$ cat src/mcast_xbar_pkg.sv
// Shared sizes, types, response codes and address map; imported by every crossbar module
package mcast_xbar_pkg;

  // Port counts
  localparam int NUM_INIT = 2;
  localparam int NUM_TGT  = 4;

  // Bus widths
  localparam int ADDR_W = 32;
  localparam int DATA_W = 32;

  // Width of the target index field inside an address
  localparam int TGT_IDX_W = $clog2(NUM_TGT);

  // Byte address; the multicast mask uses the same layout
  typedef logic [ADDR_W-1:0] addr_t;

  // Write data word
  typedef logic [DATA_W-1:0] data_t;

  // One bit per target port
  typedef logic [NUM_TGT-1:0] tgt_mask_t;

  // Index of a target inside the mapped window
  typedef logic [TGT_IDX_W-1:0] tgt_idx_t;

  // Index of an initiator port
  typedef logic [$clog2(NUM_INIT)-1:0] init_idx_t;

  // Write response code, AXI encoding
  typedef logic [1:0] resp_t;

  // Ordered so that the numerically larger code is the worse outcome
  localparam resp_t RESP_OKAY   = 2'b00;
  localparam resp_t RESP_SLVERR = 2'b10;
  localparam resp_t RESP_DECERR = 2'b11;

  // Global address map
  // Target t owns MAP_BASE + t * TGT_SPAN, each region 4 KiB
  localparam addr_t MAP_BASE  = 32'h0001_0000;
  localparam int    TGT_SHIFT = 12;
  localparam int    TGT_SPAN  = 4096;

  // Size of the whole mapped window
  localparam addr_t MAP_SIZE = addr_t'(NUM_TGT * TGT_SPAN);

  // Connectivity matrix, indexed by initiator
  // A set bit means the path to that target exists
  // Initiator 1 cannot reach target 3
  localparam tgt_mask_t CONNECTIVITY [NUM_INIT] = '{
    4'b1111,
    4'b0111
  };

endpackage

$ cat src/mcast_addr_decoder.sv
// Combinational address decoder; maps an address and multicast mask to a target-select mask
module mcast_addr_decoder
  import mcast_xbar_pkg::*;
#(
  // Initiator this decoder serves, selects the connectivity row
  parameter init_idx_t INIT_IDX = '0
) (
  input  addr_t     addr_i,
  input  addr_t     mask_i,
  output tgt_mask_t sel_o,
  output logic      dec_err_o
);

  addr_t     offset;
  logic      in_window;
  tgt_idx_t  idx_field;
  tgt_idx_t  idx_care;
  tgt_mask_t match;

  // Position of the address inside the mapped window
  assign offset    = addr_i - MAP_BASE;
  assign in_window = (addr_i >= MAP_BASE) && (offset < MAP_SIZE);

  // Target index field, and the index bits the mask does not wildcard
  assign idx_field = offset[TGT_SHIFT +: TGT_IDX_W];
  assign idx_care  = ~mask_i[TGT_SHIFT +: TGT_IDX_W];

  // A target matches when every cared-for index bit agrees with its own index
  always_comb begin
    for (int t = 0; t < NUM_TGT; t++) begin
      match[t] = in_window && (((idx_field ^ tgt_idx_t'(t)) & idx_care) == '0);
    end
  end

  // Paths missing from the connectivity matrix drop out here
  assign sel_o = match & CONNECTIVITY[INIT_IDX];

  // Nothing left to write to, so the built-in error responder answers
  assign dec_err_o = (sel_o == '0);

endmodule

$ cat src/mcast_arbiter.sv
// Per-target round-robin arbiter; forwards one initiator's write and routes the response back
module mcast_arbiter
  import mcast_xbar_pkg::*;
(
  input  logic                 clk_i,
  input  logic                 arst_n_i,
  // Request paths from the demuxes
  input  logic  [NUM_INIT-1:0] req_valid_i,
  output logic  [NUM_INIT-1:0] req_ready_o,
  input  addr_t [NUM_INIT-1:0] addr_i,
  input  data_t [NUM_INIT-1:0] data_i,
  // Response paths to the demuxes
  output logic  [NUM_INIT-1:0] rsp_valid_o,
  output resp_t                rsp_o,
  input  logic  [NUM_INIT-1:0] rsp_ready_i,
  // Target port
  output logic                 tgt_req_valid_o,
  output addr_t                tgt_addr_o,
  output data_t                tgt_data_o,
  input  logic                 tgt_req_ready_i,
  input  logic                 tgt_rsp_valid_i,
  input  resp_t                tgt_rsp_i,
  output logic                 tgt_rsp_ready_o
);

  init_idx_t rr_ptr_q;
  logic      lock_q;
  init_idx_t lock_idx_q;
  init_idx_t grant;
  init_idx_t cand;
  logic      found;
  logic      any_valid;
  init_idx_t owner;
  logic      rsp_hs;

  assign any_valid = |req_valid_i;

  // First requester at or after the pointer
  always_comb begin
    grant = rr_ptr_q;
    cand  = rr_ptr_q;
    found = 1'b0;
    for (int k = 0; k < NUM_INIT; k++) begin
      cand = init_idx_t'((int'(rr_ptr_q) + k) % NUM_INIT);
      if (!found && req_valid_i[cand]) begin
        grant = cand;
        found = 1'b1;
      end
    end
  end

  // Lock is taken on the first offered cycle so the target sees a stable request
  assign owner = lock_q ? lock_idx_q : grant;

  assign tgt_req_valid_o = lock_q ? req_valid_i[lock_idx_q] : any_valid;
  assign tgt_addr_o      = addr_i[owner];
  assign tgt_data_o      = data_i[owner];

  // Response belongs to the locked initiator only
  assign rsp_o           = tgt_rsp_i;
  assign tgt_rsp_ready_o = lock_q && rsp_ready_i[lock_idx_q];
  assign rsp_hs          = tgt_rsp_valid_i && tgt_rsp_ready_o;

  always_comb begin
    for (int i = 0; i < NUM_INIT; i++) begin
      req_ready_o[i] = tgt_req_ready_i && (owner == init_idx_t'(i));
      rsp_valid_o[i] = lock_q && tgt_rsp_valid_i && (lock_idx_q == init_idx_t'(i));
    end
  end

  always_ff @(posedge clk_i or negedge arst_n_i) begin
    if (!arst_n_i) begin
      rr_ptr_q   <= '0;
      lock_q     <= 1'b0;
      lock_idx_q <= '0;
    end else if (!lock_q) begin
      if (any_valid) begin
        lock_q     <= 1'b1;
        lock_idx_q <= grant;
      end
    end else if (rsp_hs) begin
      // Write finished, next turn starts past the winner
      lock_q   <= 1'b0;
      rr_ptr_q <= init_idx_t'((int'(lock_idx_q) + 1) % NUM_INIT);
    end
  end

endmodule

$ cat src/mcast_demux.sv
// Per-initiator demux; issues a write to its selected targets and merges their responses
module mcast_demux
  import mcast_xbar_pkg::*;
(
  input  logic                clk_i,
  input  logic                arst_n_i,
  // Initiator request channel
  input  logic                init_req_valid_i,
  input  addr_t               init_addr_i,
  input  data_t               init_data_i,
  output logic                init_req_ready_o,
  // Initiator response channel
  output logic                init_rsp_valid_o,
  output resp_t               init_rsp_o,
  input  logic                init_rsp_ready_i,
  // Decoder result for the request on the initiator port
  input  tgt_mask_t           sel_i,
  input  logic                dec_err_i,
  // Request paths toward the target arbiters
  output tgt_mask_t           req_valid_o,
  input  tgt_mask_t           req_ready_i,
  output addr_t               addr_o,
  output data_t               data_o,
  // Response paths back from the target arbiters
  input  tgt_mask_t           rsp_valid_i,
  input  resp_t [NUM_TGT-1:0] rsp_i,
  output tgt_mask_t           rsp_ready_o
);

  typedef enum logic [1:0] {
    ST_IDLE,
    ST_ISSUE,
    ST_COLLECT,
    ST_RESPOND
  } state_e;

  state_e    state_q, state_d;
  tgt_mask_t issue_q, issue_d;
  tgt_mask_t pend_q, pend_d;
  resp_t     merged_q, merged_d;
  addr_t     addr_q;
  data_t     data_q;
  logic      req_hs;
  logic      collecting;
  tgt_mask_t rsp_hs;

  // Only one write in flight, so a new one is taken only when idle
  assign init_req_ready_o = (state_q == ST_IDLE);
  assign req_hs           = init_req_valid_i && init_req_ready_o;

  // Targets may answer as soon as their request is out, even while others still wait
  assign collecting  = (state_q == ST_ISSUE) || (state_q == ST_COLLECT);
  assign req_valid_o = (state_q == ST_ISSUE) ? issue_q : '0;
  assign rsp_ready_o = collecting ? pend_q : '0;
  assign rsp_hs      = rsp_valid_i & rsp_ready_o;

  assign addr_o = addr_q;
  assign data_o = data_q;

  assign init_rsp_valid_o = (state_q == ST_RESPOND);
  assign init_rsp_o       = merged_q;

  always_comb begin
    state_d  = state_q;
    issue_d  = issue_q;
    pend_d   = pend_q & ~rsp_hs;
    merged_d = merged_q;

    // Worst code wins: DECERR over SLVERR over OKAY
    for (int t = 0; t < NUM_TGT; t++) begin
      if (rsp_hs[t] && (rsp_i[t] > merged_d)) begin
        merged_d = rsp_i[t];
      end
    end

    case (state_q)
      ST_IDLE: begin
        if (req_hs) begin
          if (dec_err_i) begin
            // No target sees an unmapped write
            merged_d = RESP_DECERR;
            state_d  = ST_RESPOND;
          end else begin
            issue_d  = sel_i;
            pend_d   = sel_i;
            merged_d = RESP_OKAY;
            state_d  = ST_ISSUE;
          end
        end
      end
      ST_ISSUE: begin
        issue_d = issue_q & ~req_ready_i;
        if (issue_d == '0) begin
          state_d = ST_COLLECT;
        end
      end
      ST_COLLECT: begin
        if (pend_d == '0) begin
          state_d = ST_RESPOND;
        end
      end
      ST_RESPOND: begin
        if (init_rsp_ready_i) begin
          state_d = ST_IDLE;
        end
      end
      default: begin
        state_d = ST_IDLE;
      end
    endcase
  end

  always_ff @(posedge clk_i or negedge arst_n_i) begin
    if (!arst_n_i) begin
      state_q  <= ST_IDLE;
      issue_q  <= '0;
      pend_q   <= '0;
      merged_q <= RESP_OKAY;
    end else begin
      state_q  <= state_d;
      issue_q  <= issue_d;
      pend_q   <= pend_d;
      merged_q <= merged_d;
    end
  end

  // Write payload, held for all targets of a multicast
  always_ff @(posedge clk_i) begin
    if (req_hs) begin
      addr_q <= init_addr_i;
      data_q <= init_data_i;
    end
  end

endmodule

$ cat src/mcast_xbar_top.sv
// Crossbar top level; two initiators reach four targets through decoders, demuxes and arbiters
module mcast_xbar_top
  import mcast_xbar_pkg::*;
(
  input  logic                  clk_i,
  input  logic                  arst_n_i,
  // Initiator ports
  input  logic  [NUM_INIT-1:0]  init_req_valid_i,
  input  addr_t [NUM_INIT-1:0]  init_addr_i,
  input  addr_t [NUM_INIT-1:0]  init_mask_i,
  input  data_t [NUM_INIT-1:0]  init_data_i,
  output logic  [NUM_INIT-1:0]  init_req_ready_o,
  output logic  [NUM_INIT-1:0]  init_rsp_valid_o,
  output resp_t [NUM_INIT-1:0]  init_rsp_o,
  input  logic  [NUM_INIT-1:0]  init_rsp_ready_i,
  // Target ports
  output tgt_mask_t             tgt_req_valid_o,
  output addr_t [NUM_TGT-1:0]   tgt_addr_o,
  output data_t [NUM_TGT-1:0]   tgt_data_o,
  input  tgt_mask_t             tgt_req_ready_i,
  input  tgt_mask_t             tgt_rsp_valid_i,
  input  resp_t [NUM_TGT-1:0]   tgt_rsp_i,
  output tgt_mask_t             tgt_rsp_ready_o
);

  // Demux side, indexed [initiator][target]
  tgt_mask_t [NUM_INIT-1:0]              dmx_req_valid;
  tgt_mask_t [NUM_INIT-1:0]              dmx_req_ready;
  addr_t     [NUM_INIT-1:0]              dmx_addr;
  data_t     [NUM_INIT-1:0]              dmx_data;
  tgt_mask_t [NUM_INIT-1:0]              dmx_rsp_valid;
  resp_t     [NUM_INIT-1:0][NUM_TGT-1:0] dmx_rsp;
  tgt_mask_t [NUM_INIT-1:0]              dmx_rsp_ready;

  // Arbiter side, indexed [target][initiator]
  logic      [NUM_TGT-1:0][NUM_INIT-1:0] arb_req_valid;
  logic      [NUM_TGT-1:0][NUM_INIT-1:0] arb_req_ready;
  logic      [NUM_TGT-1:0][NUM_INIT-1:0] arb_rsp_valid;
  resp_t     [NUM_TGT-1:0]               arb_rsp;
  logic      [NUM_TGT-1:0][NUM_INIT-1:0] arb_rsp_ready;

  for (genvar i = 0; i < NUM_INIT; i++) begin : gen_init
    tgt_mask_t sel;
    logic      dec_err;

    mcast_addr_decoder #(
      .INIT_IDX ( init_idx_t'(i) )
    ) u_dec (
      .addr_i    ( init_addr_i[i] ),
      .mask_i    ( init_mask_i[i] ),
      .sel_o     ( sel            ),
      .dec_err_o ( dec_err        )
    );

    mcast_demux u_demux (
      .clk_i            ( clk_i               ),
      .arst_n_i         ( arst_n_i            ),
      .init_req_valid_i ( init_req_valid_i[i] ),
      .init_addr_i      ( init_addr_i[i]      ),
      .init_data_i      ( init_data_i[i]      ),
      .init_req_ready_o ( init_req_ready_o[i] ),
      .init_rsp_valid_o ( init_rsp_valid_o[i] ),
      .init_rsp_o       ( init_rsp_o[i]       ),
      .init_rsp_ready_i ( init_rsp_ready_i[i] ),
      .sel_i            ( sel                 ),
      .dec_err_i        ( dec_err             ),
      .req_valid_o      ( dmx_req_valid[i]    ),
      .req_ready_i      ( dmx_req_ready[i]    ),
      .addr_o           ( dmx_addr[i]         ),
      .data_o           ( dmx_data[i]         ),
      .rsp_valid_i      ( dmx_rsp_valid[i]    ),
      .rsp_i            ( dmx_rsp[i]          ),
      .rsp_ready_o      ( dmx_rsp_ready[i]    )
    );
  end

  // Transpose the paths; missing paths are tied off
  for (genvar i = 0; i < NUM_INIT; i++) begin : gen_cross_init
    for (genvar t = 0; t < NUM_TGT; t++) begin : gen_cross_tgt
      assign dmx_rsp[i][t] = arb_rsp[t];
      if (CONNECTIVITY[i][t]) begin : gen_path
        assign arb_req_valid[t][i] = dmx_req_valid[i][t];
        assign dmx_req_ready[i][t] = arb_req_ready[t][i];
        assign dmx_rsp_valid[i][t] = arb_rsp_valid[t][i];
        assign arb_rsp_ready[t][i] = dmx_rsp_ready[i][t];
      end else begin : gen_no_path
        assign arb_req_valid[t][i] = 1'b0;
        assign dmx_req_ready[i][t] = 1'b0;
        assign dmx_rsp_valid[i][t] = 1'b0;
        assign arb_rsp_ready[t][i] = 1'b0;
      end
    end
  end

  for (genvar t = 0; t < NUM_TGT; t++) begin : gen_tgt
    mcast_arbiter u_arb (
      .clk_i           ( clk_i              ),
      .arst_n_i        ( arst_n_i           ),
      .req_valid_i     ( arb_req_valid[t]   ),
      .req_ready_o     ( arb_req_ready[t]   ),
      .addr_i          ( dmx_addr           ),
      .data_i          ( dmx_data           ),
      .rsp_valid_o     ( arb_rsp_valid[t]   ),
      .rsp_o           ( arb_rsp[t]         ),
      .rsp_ready_i     ( arb_rsp_ready[t]   ),
      .tgt_req_valid_o ( tgt_req_valid_o[t] ),
      .tgt_addr_o      ( tgt_addr_o[t]      ),
      .tgt_data_o      ( tgt_data_o[t]      ),
      .tgt_req_ready_i ( tgt_req_ready_i[t] ),
      .tgt_rsp_valid_i ( tgt_rsp_valid_i[t] ),
      .tgt_rsp_i       ( tgt_rsp_i[t]       ),
      .tgt_rsp_ready_o ( tgt_rsp_ready_o[t] )
    );
  end

endmodule
$ cat config.mk
export PLATFORM = sky130hd
export DESIGN_NAME = mcast_xbar_top
export DESIGN_NICKNAME = d
export VERILOG_FILES = /design/src/mcast_xbar_pkg.sv /design/src/mcast_addr_decoder.sv /design/src/mcast_arbiter.sv /design/src/mcast_demux.sv /design/src/mcast_xbar_top.sv
export SDC_FILE = /design/constraint.sdc
export NUM_CORES = 1
export LEC_CHECK = 0
export BUFFER_PORTS_ARGS = -buffer_cell sky130_fd_sc_hd__buf_2
export CORE_MARGIN = 10
export CORE_UTILIZATION = 25
export CTS_BUF_LIST = sky130_fd_sc_hd__clkbuf_4 sky130_fd_sc_hd__clkbuf_8 sky130_fd_sc_hd__clkbuf_16
export CTS_CLUSTER_DIAMETER = 50
export DETAILED_ROUTE_END_ITERATION = 8
export PLACE_DENSITY = 0.53
export SLEW_MARGIN = 20
export SYNTH_ARGS = -nofsm -noshare
export SYNTH_HDL_FRONTEND = slang
export SYNTH_SLANG_ARGS = --single-unit
$ cat constraint.sdc
create_clock -name clk_i -period 5 [get_ports clk_i]
set_input_delay 0.25 -clock clk_i [delete_from_list [all_inputs] [get_ports clk_i]]
set_output_delay 0.25 -clock clk_i [all_outputs]
set_load 0.05 [all_outputs]
==> impl_metrics.json, run 1 <==
{
  "dp_slack_ns": 0.304,
  "ant_nets": 0,
  "worstPathRequired_ns": 5.37,
  "grt_max_degree": 66,
  "end_kind": "register",
  "rsz0062_at_grt": "false",
  "dieArea_um2": 47100,
  "async_reset_ff_share_pct": 21.0,
  "clk_path_buf_depth": 2,
  "core_um2": 38500,
  "critPathArrivalTime_ns": 5.06,
  "hold_slack_ns": 0.0298,
  "timing.final.crit_share_pct": 93.8,
  "power_density_nw_per_um2": 391,
  "clk_pin_slew_ns": 0.07,
  "min_period_ns": 4.69,
  "dpl_cell_area_um2": 12300,
  "status": "finished, final reports clean",
  "synth_edf_count": 128,
  "hold_depth": 1,
  "yosysWarnings": 0,
  "yosysSeqAreaShare_pct": 48.4,
  "cts.repair.resized": 0,
  "utilization_pct": 36.5,
  "syn_area_per_cell_um2": 12.5,
  "place_inst": 1678,
  "gp_congestion": 0.817,
  "ys_ff_latch": 162,
  "fin_skew_ns": 0.0112,
  "drive_gt1_share_pct": 41.9,
  "setup_viol": 0,
  "hold_path_class": "input port to register",
  "ff2ff_path_depth": 19,
  "syn_to_final_growth_pct": 44.7,
  "startpoint_type": "register",
  "io_pins": 486,
  "max-cap-violations": 0,
  "row_count": 72,
  "cts_buffers": 17,
  "post_cts_buffers": 0,
  "design_area_um2": 14000,
  "tns_ns": 0,
  "cts_root_buffer": "clkbuf_16",
  "n_antenna_cell": 0,
  "power_mw": 5.49,
  "leakage_nw": 5.90,
  "die_height_um": 217,
  "report.final.slew_viol_count": 0,
  "hpwl_um": 30600,
  "layout_setup_ws_ns": 0.312,
  "worstPathMaxFanout": 4,
  "final_hold_viol_count": 0,
  "tightestPinTransition_ns": 1.08,
  "wl_um": 40500,
  "syn_area_um2": 9690,
  "clk_latency_ns": 0.44,
  "fillers": 3846,
  "nNetsFinal": 1528,
  "synth_cell_types": 59,
  "syn-num-nets": 1007,
  "grt_pass1_vias": 8697,
  "numPortBuffers": 425,
  "worst_slew_margin_rel_pct": 27.7,
  "viasPerCell": 4.64,
  "fp.dieW_um": 217,
  "overflow": 0,
  "ir_drop_v": 0.000233,
  "drtIter0Drc": 452,
  "via_count": 8474,
  "final_cells": 1825,
  "path_class": "register to register",
  "fmax_mhz": 213,
  "cts_tree": "yes",
  "drc_errors": 0,
  "avgRoutedWirePerCell_um": 22.2,
  "start_util_pct": 25.2,
  "h-tree-depth": 4,
  "first_pass_iters": 5,
  "cts.sinks": 162,
  "grt_pass1_wl_um": 58700,
  "cts_hold_buf": 115,
  "synth_ff_type": "edfxtp_1",
  "antenna_found_initial": 2,
  "track_usage_pct": 16.5,
  "synth_cells": 773
}
power breakdown:
part           internal (mW)  switching [mW]
Clock                  0.690           0.603
Sequential              1.70           0.152
Combinational          0.602            1.74
layer usage:
layer | vias up | GRT usage, % | part of all wire (%)
li1 | 3956 | - | -
met1 | 4171 | 19.3 | 41
met2 | 305 | 29.0 | 50
met3 | 38 | 4.19 | 6.6
met4 | 4 | 4.99 | 2.0
met5 | - | 0 | 0.084
final timing paths:
kind / start / endpoint / slack [ns]
worst max register to register: gen_init[0].u_demux.init_rsp_o[1] / gen_init[0].u_demux.init_rsp_o[1] / 0.31
worst min-delay path: init_addr_i[56] / gen_init[1].u_demux.addr_o[24] / 0.03
min in group asynchronous: arst_n_i / gen_init[1].u_demux.init_rsp_o[0] / 0.43
worst min register to register: gen_tgt[3].u_arb.rr_ptr_q / gen_tgt[3].u_arb.rr_ptr_q / 0.49
worst max-delay path: gen_init[0].u_demux.init_rsp_o[1] / gen_init[0].u_demux.init_rsp_o[1] / 0.31
max in group asynchronous: arst_n_i / gen_init[0].u_demux.state_q[0] / 4.02
worst max-delay path, cell delays in order, from the launching register on:
cell and delay (ns):
dfrtp_1 0.39, inv_1 0.06, ha_1 0.30, nor2b_1 0.15, o2111ai_2 0.22, mux2_2 0.38, ha_1 0.32, nor2_1 0.13
nand3_1 0.09, a222oi_1 0.31, nor3_1 0.08, a31oi_1 0.21, ha_1 0.27, nor2_1 0.10, a31oi_1 0.11, mux2_4 0.33
ha_1 0.28, a211oi_1 0.36, mux2_2 0.38, a21boi_1 0.14
kinds of logic after synthesis:
kind of cell / count (synthesis) / share of synthesized area [%]
muxes: 269 / 31.2
DFF: 162 / 48.4
and+or+nand+nor: 149 / 7.78
AOI/OAI and AO/OA: 94 / 6.18
buffers and inverters: 78 / 3.74
adders and majority gates: 20 / 2.58
xor gates and xnor gates: 1 / 0.0904
final cells by class:
class / instances / area (um^2) / area share [%]
clock inverter: 15 / 131 / 0.937
tap: 518 / 648 / 4.62
timing repair buffer: 549 / 3360 / 23.9
clock buffer: 17 / 425 / 3.03
inverter: 31 / 119 / 0.848
multi-input combinational: 533 / 4650 / 33.1
sequential: 162 / 4690 / 33.5
placed cells by master (no fill, tap or decap), types with 5 or more instances in the layout:
master,instances
buf_2,425
mux2_1,189
edfxtp_1,128
dlygate4sd3_1,115
mux2_2,72
nand2_1,49
dfrtp_1,34
inv_1,28
nor2_1,27
ha_1,20
a21oi_1,19
o21ai_0,18
clkbuf_16,17
nand3_1,15
a31oi_1,12
nor4_1,9
buf_4,8
mux2i_1,7
nand2b_1,7
o22ai_1,7
nor3_1,6
nor2b_1,6
o21ai_1,6
and2_1,5
clkinv_2,5
state kept, by name, indices dropped and copies added, names as in the netlist:
signal / count
gen_tgt.u_arb.lock_q: 4
gen_init.u_demux.addr_o: 64
gen_init.u_demux.pend_q: 7
gen_init.u_demux.init_rsp_o: 4
gen_init.u_demux.issue_q: 7
gen_tgt.u_arb.lock_idx_q: 4
gen_init.u_demux.state_q: 4
gen_tgt.u_arb.rr_ptr_q: 4
gen_init.u_demux.data_o: 64
cells in the mapped netlist (15+ instances only):
library cell    n  area, um^2
mux2_1        189        2130
edfxtp_1      128        3840
mux2_2         72         811
nand2_1        50         188
dfrtp_1        34         851
inv_1          30         113
nor2_1         27         101
buf_2          20         100
ha_1           20         250
a21oi_1        19        95.1
o21ai_0        18        90.1
clkbuf_1       15        56.3
nand3_1        15        75.1
Power figures use the tool's default switching activity.
==> inputs of run 2 (changes only) <==
--- a/config.mk
+++ b/config.mk
@@ -11,8 +11,9 @@
 export CTS_BUF_LIST = sky130_fd_sc_hd__clkbuf_4 sky130_fd_sc_hd__clkbuf_8 sky130_fd_sc_hd__clkbuf_16
 export CTS_CLUSTER_DIAMETER = 50
 export DETAILED_ROUTE_END_ITERATION = 8
-export PLACE_DENSITY = 0.53
+export PLACE_DENSITY = 0.49
 export SLEW_MARGIN = 20
 export SYNTH_ARGS = -nofsm -noshare
 export SYNTH_HDL_FRONTEND = slang
+export SYNTH_HIERARCHICAL = 1
 export SYNTH_SLANG_ARGS = --single-unit
==> run 2 against run 1 <==
- critical path type unchanged
- design area grew 37%
- first-iteration DRC count grew to 4.0 times the previous value
- clock power grew 11%
- via count grew 110%
==> impl_metrics.json, run 2 <==
{
  "syn_area_um2": 15100,
  "end_kind": "register",
  "syn_to_final_growth_pct": 27.4,
  "h-tree-depth": 4,
  "share_comb_of_total_power_pct": 61.0,
  "synth_cells": 1772,
  "worstPathMaxFanout": 4,
  "power_density_nw_per_um2": 456,
  "final_common_cell": "nand2_1",
  "hold_slack_ns": 0.0442,
  "timing.final.crit_share_pct": 95.0,
  "gp_congestion": 0.849,
  "drtIter0Drc": 1814,
  "worstPathCellList": "inv_1 > ha_1 > nor2b_1 > o211ai_1 > mux2_2 > ha_1 > nor2_1 > maj3_2 > a22oi_2 > ha_1 > nor2_1 > and2_1 > o2111ai_1 > and2_1 > mux2_2 > ha_1 > nand2_1 > o2111ai_2 > and2_1 > nor3b_1 > a311o_1",
  "status": "finished, final reports clean",
  "critPathArrivalTime_ns": 5.13,
  "clk_path_buf_depth": 2,
  "cpMostUsedCell": "ha_1",
  "final_hold_viol_count": 0,
  "numPortBuffers": 425,
  "utilization_pct": 32.1,
  "overflow": 0,
  "p_sw_mw": 5.17,
  "cts_root_buffer": "clkbuf_16",
  "cts_tree": "yes",
  "cp-endpoint": "gen_init[0].u_demux/init_rsp_o[0]",
  "dieArea_um2": 70800,
  "max-cap-violations": 0,
  "rsz0062_at_grt": "false",
  "setup_viol": 0,
  "fin_skew_ns": 0.0108,
  "leakage_nw": 7.54,
  "seqPwrFrac_pct": 22.7,
  "wl_um": 86600,
  "worst_slew_margin_rel_pct": 21.0,
  "grt_max_degree": 69,
  "multi_input_area_um2": 9150,
  "cp_top_family": "adder cells",
  "grt_pass1_wl_um": 124000,
  "rr_startpoint": "gen_init[0].u_demux/init_rsp_o[1]",
  "slowest_delay_ns": 0.39,
  "viasPerCell": 6.05,
  "track_usage_pct": 23.4,
  "ir_drop_v": 0.000371,
  "report.final.slew_viol_count": 0,
  "io_pins": 486,
  "hold_path_class": "input port to register",
  "fmax_mhz": 211,
  "die_height_um": 266,
  "ant_nets": 0,
  "fp.dieW_um": 266,
  "r2r_setup_slack_ns": 0.25,
  "switching_share_pct": 58.9,
  "yosysWarnings": 6,
  "tns_ns": 0,
  "grt_pass1_vias": 17900,
  "regArea_um2": 4750,
  "worst-path-buf-inv": 1,
  "clk_latency_ns": 0.50,
  "clkPwrFrac_pct": 16.3,
  "antenna_found_initial": 3,
  "nNetsFinal": 2392,
  "row_count": 90,
  "cts.sinks": 164,
  "path_depth": 21,
  "min_period_ns": 4.75,
  "drive_gt1_share_pct": 32.2,
  "via_count": 17900,
  "drc_errors": 0,
  "hpwl_um": 49600,
  "intPower_mw": 3.61,
  "startpoint_type": "register",
  "avgRoutedWirePerCell_um": 29.3,
  "tightestPinTransition_ns": 1.19,
  "start_util_pct": 25.2,
  "fillers": 6314,
  "path_class": "register to register",
  "cts_buffers": 17,
  "crit_start": "gen_init[0].u_demux/init_rsp_o[1]",
  "r2r-end": "gen_init[0].u_demux/init_rsp_o[0]",
  "worstPathRequired_ns": 5.38,
  "core_um2": 60100,
  "clk_pin_slew_ns": 0.08,
  "syn_area_per_cell_um2": 8.54,
  "first_pass_iters": 6,
  "critPathSlowestCell": "dfrtp_1",
  "ff2ff_path_depth": 21,
  "layout_common_cells": "557 x nand2_1, 425 x buf_2, 258 x o2111ai_1"
}
-- run 2: routing by layer --
| metal | global-route usage (%) | wire length, um | up-vias |
|---|---|---|---|
| met3 | 5.73 | 8610 | 250 |
| met1 | 28.8 | 34200 | 8800 |
| met4 | 11.7 | 3600 | 4 |
| met5 | 0 | 22 | - |
| li1 | - | - | 7567 |
| met2 | 37.5 | 40100 | 1252 |
-- run 2: area by class of cell --
class	instances	area share, %
multi-input cells	1344	47.5
flip-flops and latches	164	24.6
repair buffers	581	18.8
well taps	782	5.08
clock buffers	22	2.65
inverters	50	0.993
clock inverters	10	0.402
diodes	1	0.0130
-- run 2: worst min-delay path by stage --
stage / from / end / slack (ns) / cells after the start
after floorplan: arst_n_i / gen_init[0].u_demux/init_rsp_o[0] / -0.05 / 0
after global placement: init_data_i[36] / gen_init[1].u_demux/data_o[4] / 0.43 / 1
after detailed placement: init_data_i[3] / gen_init[0].u_demux/data_o[3] / 0.43 / 1
after CTS: init_addr_i[45] / gen_init[1].u_demux/addr_o[13] / 0.007 / 1
after global routing: init_addr_i[45] / gen_init[1].u_demux/addr_o[13] / 0.04 / 1
final: init_addr_i[45] / gen_init[1].u_demux/addr_o[13] / 0.04 / 1
-- run 2: power groups by stage --
stage                     registers, mW  logic [mW]  clock network, mW
after CTS                          1.99        5.28               1.48
after floorplan                    1.95        3.71                  0
after global placement             2.01        5.17                  0
after global routing               2.03        5.53               1.51
final                              1.99        5.36               1.43
after detailed placement           2.02        5.19                  0
-- run 2: repair_timing --
action,in CTS,in global routing
resized for setup,0,3
hold buffers,130,0
setup endpoints to repair,0,1
setup buffers,0,2
endpoints found under the hold margin,165,0
-- run 2: through the flow --
step                cells  cell area (um^2)  power, mW  worst slack [ns]
finish               2954             19300       8.78             0.252
global placement     2789             17400       7.18             0.255
global route         2954             19300       9.08            0.0205
detailed placement   2789             17400       7.21             0.191
CTS                  2951             19300       8.74             0.159
floorplan            1777             15200       5.65             0.192
